$ cat config.mk
export PLATFORM = sky130hd
export DESIGN_NAME = laser_pulser_top
export DESIGN_NICKNAME = d
export VERILOG_FILES = /design/src/verilog/pulser_ctrl_pkg.sv /design/src/verilog/pulser_timing_pkg.sv /design/src/verilog/laser_pulser_top.sv /design/src/verilog/pulse_window.sv /design/src/verilog/period_sequencer.sv /design/src/verilog/delay_adjust.sv /design/src/verilog/quadrature_decode.sv /design/src/verilog/input_debounce.sv
export SDC_FILE = /design/constraint.sdc
export NUM_CORES = 1
export LEC_CHECK = 0
export BUFFER_PORTS_ARGS = -buffer_cell sky130_fd_sc_hd__buf_2
export CORE_MARGIN = 2
export CORE_UTILIZATION = 40
export DETAILED_ROUTE_END_ITERATION = 6
export PLACE_DENSITY_LB_ADDON = 0.05
export SLEW_MARGIN = 20
export SYNTH_ARGS = -nofsm -noshare
export SYNTH_HDL_FRONTEND = slang
export SYNTH_SLANG_ARGS = --single-unit
$ cat constraint.sdc
create_clock -name clock10 -period 10 [get_ports clock10]
set_input_delay 1 -clock clock10 [delete_from_list [all_inputs] [get_ports clock10]]
set_output_delay 1 -clock clock10 [all_outputs]
set_load 0.01 [all_outputs]
$ cat src/verilog/pulser_ctrl_pkg.sv
package pulser_ctrl_pkg;

	// knob offset, in delay steps
	typedef logic signed [7:0] offset_t;

	localparam offset_t OFFSET_MAX = 8'sd127;
	localparam offset_t OFFSET_MIN = -8'sd128;

	// rotary switch value after inversion
	typedef logic [3:0] rot_t;

	// stability count for mechanical inputs
	typedef logic [19:0] debounce_t;

	localparam int DEFAULT_DEBOUNCE_COUNTS = 100000; // 10 ms

endpackage

$ cat src/verilog/pulser_timing_pkg.sv
package pulser_timing_pkg;

	// 24 bits covers one second at 10 MHz
	localparam int COUNT_WIDTH = 24;

	// position within a period, or a duration in clocks
	typedef logic [COUNT_WIDTH-1:0] count_t;

	// completed periods, free running
	typedef logic [7:0] cycle_count_t;

	// default timing in clock10 counts
	localparam int DEFAULT_PERIOD_COUNTS = 500000; // 20 Hz
	localparam int DEFAULT_LASER_WIDTH = 1000; // 100 us

	// readout triggers, delays from the laser rising edge
	localparam int DEFAULT_TRIG1_DELAY = 1760;
	localparam int DEFAULT_TRIG2_DELAY = 6750;
	localparam int DEFAULT_TRIG_WIDTH = 2; // 200 ns

	// one knob detent or one rotary switch step
	localparam int DEFAULT_STEP_COUNTS = 10; // 1 us

endpackage
$ cat src/verilog/laser_pulser_top.sv
`timescale 1ns/1ps

module laser_pulser_top #(
	parameter int PERIOD_COUNTS = pulser_timing_pkg::DEFAULT_PERIOD_COUNTS,
	parameter int LASER_WIDTH = pulser_timing_pkg::DEFAULT_LASER_WIDTH,
	parameter int TRIG1_DELAY = pulser_timing_pkg::DEFAULT_TRIG1_DELAY,
	parameter int TRIG2_DELAY = pulser_timing_pkg::DEFAULT_TRIG2_DELAY,
	parameter int TRIG_WIDTH = pulser_timing_pkg::DEFAULT_TRIG_WIDTH,
	parameter int STEP_COUNTS = pulser_timing_pkg::DEFAULT_STEP_COUNTS,
	parameter int DEBOUNCE_COUNTS = pulser_ctrl_pkg::DEFAULT_DEBOUNCE_COUNTS
) (
	input  logic clock10,
	input  logic reset10,
	input  logic knob_a,
	input  logic knob_b,
	input  logic knob_push,
	input  pulser_ctrl_pkg::rot_t rot_n,
	output logic laser_trigger,
	output logic larpix_trigger,
	output pulser_timing_pkg::cycle_count_t cycle_count,
	output pulser_ctrl_pkg::offset_t delay_offset
);

	logic knob_a_clean, knob_b_clean, knob_push_clean;
	logic step_up, step_down;
	logic wrap;
	logic trig1_pulse, trig2_pulse;
	pulser_timing_pkg::count_t position;
	pulser_timing_pkg::count_t trig1_delay, trig2_delay;
	pulser_timing_pkg::count_t laser_width, trig_width;

	assign laser_width = pulser_timing_pkg::count_t'(LASER_WIDTH);
	assign trig_width = pulser_timing_pkg::count_t'(TRIG_WIDTH);

	input_debounce #(.STABLE_COUNTS(DEBOUNCE_COUNTS)) i_debounce_a (
		.clock10(clock10), .reset10(reset10), .raw(knob_a), .clean(knob_a_clean));
	input_debounce #(.STABLE_COUNTS(DEBOUNCE_COUNTS)) i_debounce_b (
		.clock10(clock10), .reset10(reset10), .raw(knob_b), .clean(knob_b_clean));
	input_debounce #(.STABLE_COUNTS(DEBOUNCE_COUNTS)) i_debounce_push (
		.clock10(clock10), .reset10(reset10), .raw(knob_push), .clean(knob_push_clean));

	quadrature_decode i_quadrature_decode (
		.clock10(clock10), .reset10(reset10),
		.phase_a(knob_a_clean), .phase_b(knob_b_clean),
		.step_up(step_up), .step_down(step_down));

	delay_adjust #(
		.TRIG1_DELAY(TRIG1_DELAY), .TRIG2_DELAY(TRIG2_DELAY), .STEP_COUNTS(STEP_COUNTS)
	) i_delay_adjust (
		.clock10(clock10), .reset10(reset10),
		.step_up(step_up), .step_down(step_down), .recentre(knob_push_clean),
		.rot_n(rot_n), .trig1_delay(trig1_delay), .trig2_delay(trig2_delay),
		.delay_offset(delay_offset));

	period_sequencer #(.PERIOD_COUNTS(PERIOD_COUNTS)) i_period_sequencer (
		.clock10(clock10), .reset10(reset10),
		.position(position), .wrap(wrap), .cycle_count(cycle_count));

	// laser fires at the top of the period
	pulse_window #(.PERIOD_COUNTS(PERIOD_COUNTS)) i_window_laser (
		.clock10(clock10), .reset10(reset10), .position(position), .wrap(wrap),
		.delay('0), .width(laser_width), .pulse(laser_trigger));
	pulse_window #(.PERIOD_COUNTS(PERIOD_COUNTS)) i_window_trig1 (
		.clock10(clock10), .reset10(reset10), .position(position), .wrap(wrap),
		.delay(trig1_delay), .width(trig_width), .pulse(trig1_pulse));
	pulse_window #(.PERIOD_COUNTS(PERIOD_COUNTS)) i_window_trig2 (
		.clock10(clock10), .reset10(reset10), .position(position), .wrap(wrap),
		.delay(trig2_delay), .width(trig_width), .pulse(trig2_pulse));

	// both readout triggers share one output
	assign larpix_trigger = trig1_pulse | trig2_pulse;

endmodule

$ cat src/verilog/pulse_window.sv
`timescale 1ns/1ps

module pulse_window #(
	parameter int PERIOD_COUNTS = pulser_timing_pkg::DEFAULT_PERIOD_COUNTS
) (
	input  logic clock10,
	input  logic reset10,
	input  pulser_timing_pkg::count_t position,
	input  logic wrap,
	input  pulser_timing_pkg::count_t delay,
	input  pulser_timing_pkg::count_t width,
	output logic pulse
);

	localparam pulser_timing_pkg::count_t PERIOD_LOAD =
		pulser_timing_pkg::count_t'(PERIOD_COUNTS);

	pulser_timing_pkg::count_t on_pos;
	pulser_timing_pkg::count_t off_pos;

	// all ones is above any position, nothing fires before the first wrap
	always_ff @(posedge clock10) begin
		if (reset10) begin
			on_pos <= '1;
			off_pos <= '1;
		end else if (wrap) begin
			on_pos <= PERIOD_LOAD - delay;
			off_pos <= PERIOD_LOAD - delay - width;
		end
	end

	// off wins if both match, so a zero width gives no pulse
	always_ff @(posedge clock10) begin
		if (reset10) begin
			pulse <= 1'b0;
		end else if (position == off_pos) begin
			pulse <= 1'b0;
		end else if (position == on_pos) begin
			pulse <= 1'b1;
		end
	end

endmodule

$ cat src/verilog/period_sequencer.sv
`timescale 1ns/1ps

module period_sequencer #(
	parameter int PERIOD_COUNTS = pulser_timing_pkg::DEFAULT_PERIOD_COUNTS
) (
	input  logic clock10,
	input  logic reset10,
	output pulser_timing_pkg::count_t position,
	output logic wrap,
	output pulser_timing_pkg::cycle_count_t cycle_count
);

	localparam pulser_timing_pkg::count_t PERIOD_LOAD =
		pulser_timing_pkg::count_t'(PERIOD_COUNTS);

	// high for the one cycle at the bottom of the count
	assign wrap = (position == '0);

	// period is PERIOD_COUNTS + 1 cycles, 0 included
	always_ff @(posedge clock10) begin
		if (reset10) begin
			position <= PERIOD_LOAD;
		end else if (wrap) begin
			position <= PERIOD_LOAD;
		end else begin
			position <= position - 1'b1;
		end
	end

	// completed periods, rolls over at 255
	always_ff @(posedge clock10) begin
		if (reset10) begin
			cycle_count <= '0;
		end else if (wrap) begin
			cycle_count <= cycle_count + 1'b1;
		end
	end

endmodule

$ cat src/verilog/delay_adjust.sv
`timescale 1ns/1ps

module delay_adjust #(
	parameter int TRIG1_DELAY = pulser_timing_pkg::DEFAULT_TRIG1_DELAY,
	parameter int TRIG2_DELAY = pulser_timing_pkg::DEFAULT_TRIG2_DELAY,
	parameter int STEP_COUNTS = pulser_timing_pkg::DEFAULT_STEP_COUNTS
) (
	input  logic clock10,
	input  logic reset10,
	input  logic step_up,
	input  logic step_down,
	input  logic recentre,
	input  pulser_ctrl_pkg::rot_t rot_n,
	output pulser_timing_pkg::count_t trig1_delay,
	output pulser_timing_pkg::count_t trig2_delay,
	output pulser_ctrl_pkg::offset_t delay_offset
);

	pulser_ctrl_pkg::offset_t offset;
	pulser_ctrl_pkg::rot_t rot_value;

	// saturating knob offset
	always_ff @(posedge clock10) begin
		if (reset10 || recentre) begin
			offset <= '0;
		end else if (step_up && !step_down) begin
			if (offset != pulser_ctrl_pkg::OFFSET_MAX) begin
				offset <= offset + 8'sd1;
			end
		end else if (step_down && !step_up) begin
			if (offset != pulser_ctrl_pkg::OFFSET_MIN) begin
				offset <= offset - 8'sd1;
			end
		end
	end

	// switches are active low
	always_ff @(posedge clock10) begin
		if (reset10) begin
			rot_value <= '0;
		end else begin
			rot_value <= ~rot_n;
		end
	end

	// offset sign extends, so negative steps pull the trigger earlier
	assign trig1_delay = pulser_timing_pkg::count_t'(TRIG1_DELAY + STEP_COUNTS * int'(offset));
	assign trig2_delay = pulser_timing_pkg::count_t'(TRIG2_DELAY
		+ STEP_COUNTS * int'(rot_value));

	assign delay_offset = offset;

endmodule

$ cat src/verilog/quadrature_decode.sv
`timescale 1ns/1ps

module quadrature_decode (
	input  logic clock10,
	input  logic reset10,
	input  logic phase_a,
	input  logic phase_b,
	output logic step_up,
	output logic step_down
);

	logic [1:0] ab_prev; // {a, b} from last cycle
	logic a_rise;

	// one edge of A per detent
	assign a_rise = phase_a & ~ab_prev[1];

	always_ff @(posedge clock10) begin
		if (reset10) begin
			ab_prev <= '0;
		end else begin
			ab_prev <= {phase_a, phase_b};
		end
	end

	// B settles well before A moves, so the held value gives direction
	always_ff @(posedge clock10) begin
		if (reset10) begin
			step_up <= 1'b0;
			step_down <= 1'b0;
		end else begin
			step_up <= a_rise & ~ab_prev[0]; // clockwise
			step_down <= a_rise & ab_prev[0];
		end
	end

endmodule

$ cat src/verilog/input_debounce.sv
`timescale 1ns/1ps

module input_debounce #(
	parameter int STABLE_COUNTS = pulser_ctrl_pkg::DEFAULT_DEBOUNCE_COUNTS
) (
	input  logic clock10,
	input  logic reset10,
	input  logic raw,
	output logic clean
);

	localparam pulser_ctrl_pkg::debounce_t STABLE_LIMIT =
		pulser_ctrl_pkg::debounce_t'(STABLE_COUNTS);

	logic [1:0] sync_q; // [1] is the synchronised level
	pulser_ctrl_pkg::debounce_t stable_count;

	always_ff @(posedge clock10) begin
		if (reset10) begin
			sync_q <= '0;
		end else begin
			sync_q <= {sync_q[0], raw};
		end
	end

	// count how long the new level has held
	always_ff @(posedge clock10) begin
		if (reset10) begin
			stable_count <= '0;
			clean <= 1'b0;
		end else if (sync_q[1] == clean) begin
			stable_count <= '0; // bounced back, start over
		end else if (stable_count == STABLE_LIMIT) begin
			stable_count <= '0;
			clean <= sync_q[1];
		end else begin
			stable_count <= stable_count + 1'b1;
		end
	end

endmodule

# Word level (Yosys, flattened, before mapping)
# Cells that the tools add are included.
[word_totals] inputBits=9 register_bits=246
[op_classes] bitwise_logic=10 n_eq_ne=15 reduce_logical=19 n_mul=2 addsub=13 n_mux=4
[op_table] operator="$eq A24 B24 Y1" n=6
[op_table] operator="$add A20 B1 Y20 const B" n=3
[op_table] operator="$eq A20 B17 Y1 const B" n=3
[op_table] operator="$sub A19 B24 Y24 const A" n=2
[op_table] operator="$sub A24 B2 Y24 const B" n=2
[op_table] operator="$mux W8" n=4
[op_table] operator="$add A12 B24 Y24 const A" n=1
[op_table] operator="$add A14 B24 Y24 const A" n=1
[op_table] operator="$logic_not A24 Y1" n=1
[op_table] operator="$sub A24 B1 Y24 const B" n=1
[op_table] operator="$ne A8 B8 Y1 const B" n=2
[op_table] operator="$mul A4 B8 Y12 const A" n=1
[op_table] operator="$reduce_or A3 Y1" n=3
[op_table] operator="$add A8 B1 Y8 const B" n=1
[op_table] operator="$add A8 B2 Y8 const B" n=1
[op_table] operator="$reduce_or A2 Y1" n=4
[op_table] operator="$sub A8 B2 Y8 const B" n=1
[op_table] operator="$mul A3 B4 Y7 const A" n=1
[op_table] operator="$reduce_and A2 Y1" n=3
[op_table] operator="$not A1 Y1" n=5
[op_table] operator="$not A4 Y4" n=1
[op_table] operator="$reduce_bool A2 Y1" n=2
[op_table] operator="$and A1 B1 Y1" n=3
[op_table] operator="$eq A1 B1 Y1" n=3
[op_table] operator="other kinds (6)" n=8

# Depth between registers and ports, before layout
[depth] depth_word=4 depth_mapped=11 depth_no_buf=11

# Modules after synthesis
# Synthesis repeated with hierarchy kept, for this count alone.
[hier_totals] hier_cells=2300 hier_area_um2=18930.7
[by_module_without_submodules] module="pulse_window (i_window_laser ...)" cells_each=510 n_inst=2 area_each_um2=4108.9
[by_module_without_submodules] module="pulse_window (i_window_trig2)" cells_each=531 n_inst=1 area_each_um2=4170.2
[by_module_without_submodules] module="input_debounce" cells_each=118 n_inst=3 area_each_um2=1024.7
[by_module_without_submodules] module="delay_adjust" cells_each=211 n_inst=1 area_each_um2=1736.7
[by_module_without_submodules] module="period_sequencer" cells_each=173 n_inst=1 area_each_um2=1592.8
[by_module_without_submodules] module="quadrature_decode" cells_each=8 n_inst=1 area_each_um2=125.1
[by_module_without_submodules] module="laser_pulser_top" cells_each=3 n_inst=1 area_each_um2=13.8

# Worst setup path before layout
# Ideal clock, no wire load.
[synth_timing] kind="register -> register" startpoint="register i_delay_adjust.offset[1], in the netlist i_delay_adjust.delay_offset[1]" endpoint="register i_window_trig1.off_pos[13]" path_stages_with_launch=12 setup_time_ps=122 t_arrival_ps=3189 required_ps=9878 path_buffers=1 path_slack_ps=6689 period_less_slack_ps=3311 cell_sequence="dfxtp_1 > ha_1 > ha_1 > fa_1 > or2_2 > clkbuf_1 > o21ai_2 > o221ai_2 > xor2_2 > nor3b_2 > o21ai_1 > a221o_1"
[synth_between] elab_chain_len=4
[synth_rtl] element="start, declared" line="delay_adjust.sv:19" rtl="pulser_ctrl_pkg::offset_t offset;"
[synth_rtl] element="start signal, assigned" line="delay_adjust.sv:28" rtl="offset <= offset + 8'sd1;"
[synth_rtl] element="start signal, assigned" line="delay_adjust.sv:32" rtl="offset <= offset - 8'sd1;"
[synth_rtl] element="$mul A4 B8 Y12" line="delay_adjust.sv:47" rtl="assign trig1_delay = pulser_timing_pkg::count_t'(TRIG1_DELAY + STEP_COUNTS * int'(offset));"
[synth_rtl] element="$add A12 B24 Y24" line="delay_adjust.sv:47"
[synth_rtl] element="$sub A19 B24 Y24" line="pulse_window.sv:28" rtl="off_pos <= PERIOD_LOAD - delay - width;"
[synth_rtl] element="$sub A24 B2 Y24" line="pulse_window.sv:28"
[synth_rtl] element="end signal, assigned" line="pulse_window.sv:28"
[synth_rtl] element="end, declared" line="pulse_window.sv:19" rtl="pulser_timing_pkg::count_t off_pos;"
# No other way between the ends.
# A chain may end at the register's enable or synchronous reset.

# Final worst setup path
# Ends and elaborated chain as after synthesis.

==> results.ini <==
[clocking]
post_cts_buffers = 0
clkLatencyLatePin_ns = 0.43
clockRootBuffer = clkbuf_16
holdBufCountCts = 0
path_clk_slew_ns = 0.07
htree_levels = 4
cts_buffers = 17
clock_sinks = 171
tritoncts = done
cts_max_path_buffers = 2
ctsResizeCount = 0

[placement]
dp_hpwl_microns = 13730
dp.cells = 1294
io_buffers = 26
place_congestion = 0.7572

[min_path]
min_path_type = register to register

[critical_path]
critPathLaunchType = register
cp_top_family = adder cells
endpoint_kind = register
required_ns = 10.32
slowest_delay_ns = 0.56
crit_type = register to register
crit_buf_inv = 0
reg2reg_setup_slack_ns = 6.52
path_cells = ha_1 -> ha_1 -> fa_1 -> or2_2 -> o21ai_2 -> o221ai_2 -> xor2_2 -> nor3b_2 -> o21ai_1 -> a221o_1
critPathSlowestCell = dfxtp_1
crit_path_max_fanout = 11
crit_top_cell = ha_1
cp_data_arrival_time_ns = 3.80

[detailed_routing]
dr_wl_met3_microns = 397
drtIter0Drc = 266
vias = 6650
drcViolationCount = 0
drt_pre_antenna_iters = 4
ant_nets = 0
met1Wirelength_microns = 9948
wl_per_cell_microns = 14.71
wirelength_microns = 19490
via_per_inst = 5.019
maxUsedRoutingLayer = met4
met2_length_microns = 8963

[synthesis]
syn-mean-instance-area_sq_um = 8.535
async_flop_share_pct = 0
yosys_register_bits = 171
ys.flop_type = dfxtp_1
synth_most_common_cell = dfxtp_1
yosys.area.top_type_share_pct = 38.79
yosysSeqAreaShare_pct = 38.79
yosys_warnings = 0
synth_edf_count = 0
ys_top_cells_by_count = 171 x dfxtp_1, 149 x nor2_1, 105 x nand2_1, 102 x xnor2_1, 64 x xor2_1
postSynthCellCount = 1034
synth.distinct_cells = 73
syn_area_sq_um = 8825
yosys.area.top_type = dfxtp_1
synth_fp_nets = 1083
ys_top_cells_by_area = dfxtp_1 39%, xnor2_1 10%, xor2_1 6.4%

[floorplanning]
start_util_pct = 40.56
rows = 54
die_w_microns = 152.5
core_sq_um = 21760
dieHeight_microns = 152.5
io_pins = 27
die_area_sq_um = 23270

[outcome]
outcome = finished clean

[sta]
slew_violations = 0
slew_headroom_pct = 50.05
worstMarginPinSlew_ns = 0.7493
min_period_ns = 3.484
period_share_pct = 34.84
setup_violations = 0
rsz0062_at_grt = no
skew_ns = 0.01155
clock.fmax_ghz = 0.2871
finalSetupTns_ns = 0
hold_viol_final = 0

[grt]
grt_start_max_net_pins = 67
grt_first_pass_wirelength_microns = 33550
grt_pass1_vias = 6513
gr-total-overflow = 0
antenna_found_initial = 0
grt.total_usage_pct = 17.40

[finish]
fin_nets = 1082
drive_above_1_share_pct = 7.751
syn_to_final_growth_pct = 10.21
fillers = 2239
diodes = 0
final_cell_count_no_fill = 1325

[pwr]
power_uw = 1477
power_density_nw_per_um2 = 151.9
power_leakage_uw = 0.003785
ir_drop_mv = 0.09210

[job]
maxCapViolations = 0

[worst register-to-register path: cells and delay by family (launching register included)]
kind / cells / cell delay, ns
compound gates: 4 / 0.82
xor+xnor: 1 / 0.25
fa+ha+maj: 3 / 1.03
flops: 1 / 0.56
simple gates: 2 / 0.72
[area by class of cell]
type	count	area, sq um	share of cell area [%]
repair buffers	31	167.7	1.724
clock inverters	13	172.7	1.775
well taps	280	350.3	3.602
multi-input cells	782	5070	52.13
flip-flops and latches	171	3423	35.20
inverters	30	112.6	1.158
clock buffers	18	429.2	4.413
[layout by cell type, fill, tap and decap left out, types with 3 or more instances in the layout]
cell type,count
and4_1,4
nand2b_1,5
a21o_1,5
fa_1,3
or2_2,6
inv_1,29
o21a_1,4
nand4_1,22
inv_6,4
nor4b_1,5
nand3_1,48
nor4_1,12
inv_8,4
a21oi_1,24
nor2_1,149
o211ai_1,26
mux2i_1,8
a211oi_1,4
nor2b_1,8
nor3_1,32
clkbuf_16,17
xnor2_1,102
and3_1,18
buf_2,26
nand2_1,105
xor2_1,64
a311oi_1,3
dfxtp_1,171
or3_1,12
nor3b_1,3
and2_1,5
ha_1,37
nand3b_1,4
buf_4,5
o22ai_1,4
o21ai_0,16
[cell families after synthesis]
group	count (synthesis)	share of synthesized area, %
muxes	8	0.9075
xor gates and xnor gates	167	16.66
DFF	171	38.79
adders and majority gates	40	5.927
AOI/OAI and AO/OA	112	8.904
buffers and inverters	81	3.757
and+or+nand+nor	455	25.05
[metrics by stage]
| step | utilization [%] | area, sq um | setup slack, ns | hold WS, ns |
|---|---|---|---|---|
| 5_1_grt | 44.70 | 9726 | 6.282 | 0.4498 |
| 3_3_place_gp | 41.94 | 9124 | 6.574 | 0.4030 |
| 2_1_floorplan | - | 8825 | 6.689 | 0.3885 |
| 4_1_cts | 44.70 | 9726 | 6.511 | 0.4168 |
| 3_5_place_dp | 41.94 | 9124 | 6.545 | 0.4049 |
| 6_report | 44.70 | 9726 | 6.516 | 0.4155 |
[path summary, 6_finish.rpt]
| kind | startpoint | endpoint | depth (start not counted) |
|---|---|---|---|
| min reg2reg | i_quadrature_decode.ab_prev[0] | i_quadrature_decode.step_up | 1 |
| min | i_quadrature_decode.ab_prev[0] | i_quadrature_decode.step_up | 1 |
| max | i_delay_adjust.delay_offset[1] | i_window_trig1.off_pos[13] | 10 |
| max reg2reg | i_delay_adjust.delay_offset[1] | i_window_trig1.off_pos[13] | 10 |
[report_power, final]
group          leakage, uW  internal (uW)  switching [uW]  total, uW
Clock             0.000292            379             308        687
Sequential         0.00138            689            24.3        713
Combinational      0.00211           33.5            43.0       76.5
[flip-flops by register name, indices dropped and copies added, names as in the netlist, 2 cells and up]
name / cells
i_debounce_a.stable_count: 20
i_debounce_a.sync_q: 2
i_debounce_b.stable_count: 20
i_debounce_b.sync_q: 2
i_debounce_push.stable_count: 20
i_debounce_push.sync_q: 2
i_delay_adjust.delay_offset: 8
i_delay_adjust.rot_value: 4
i_period_sequencer.cycle_count: 8
i_period_sequencer.position: 24
i_quadrature_decode.ab_prev: 2
i_window_trig1.off_pos: 17
i_window_trig1.on_pos: 14
i_window_trig2.off_pos: 11
i_window_trig2.on_pos: 9
[metal layers]
metal  up-vias  global-route usage, %
li1       3528                      -
met1      3070                  24.12
met2        38                  28.31
met3        14                  3.157
met4         0                  4.101
met5         -                      0
Power figures use the tool's default switching activity.
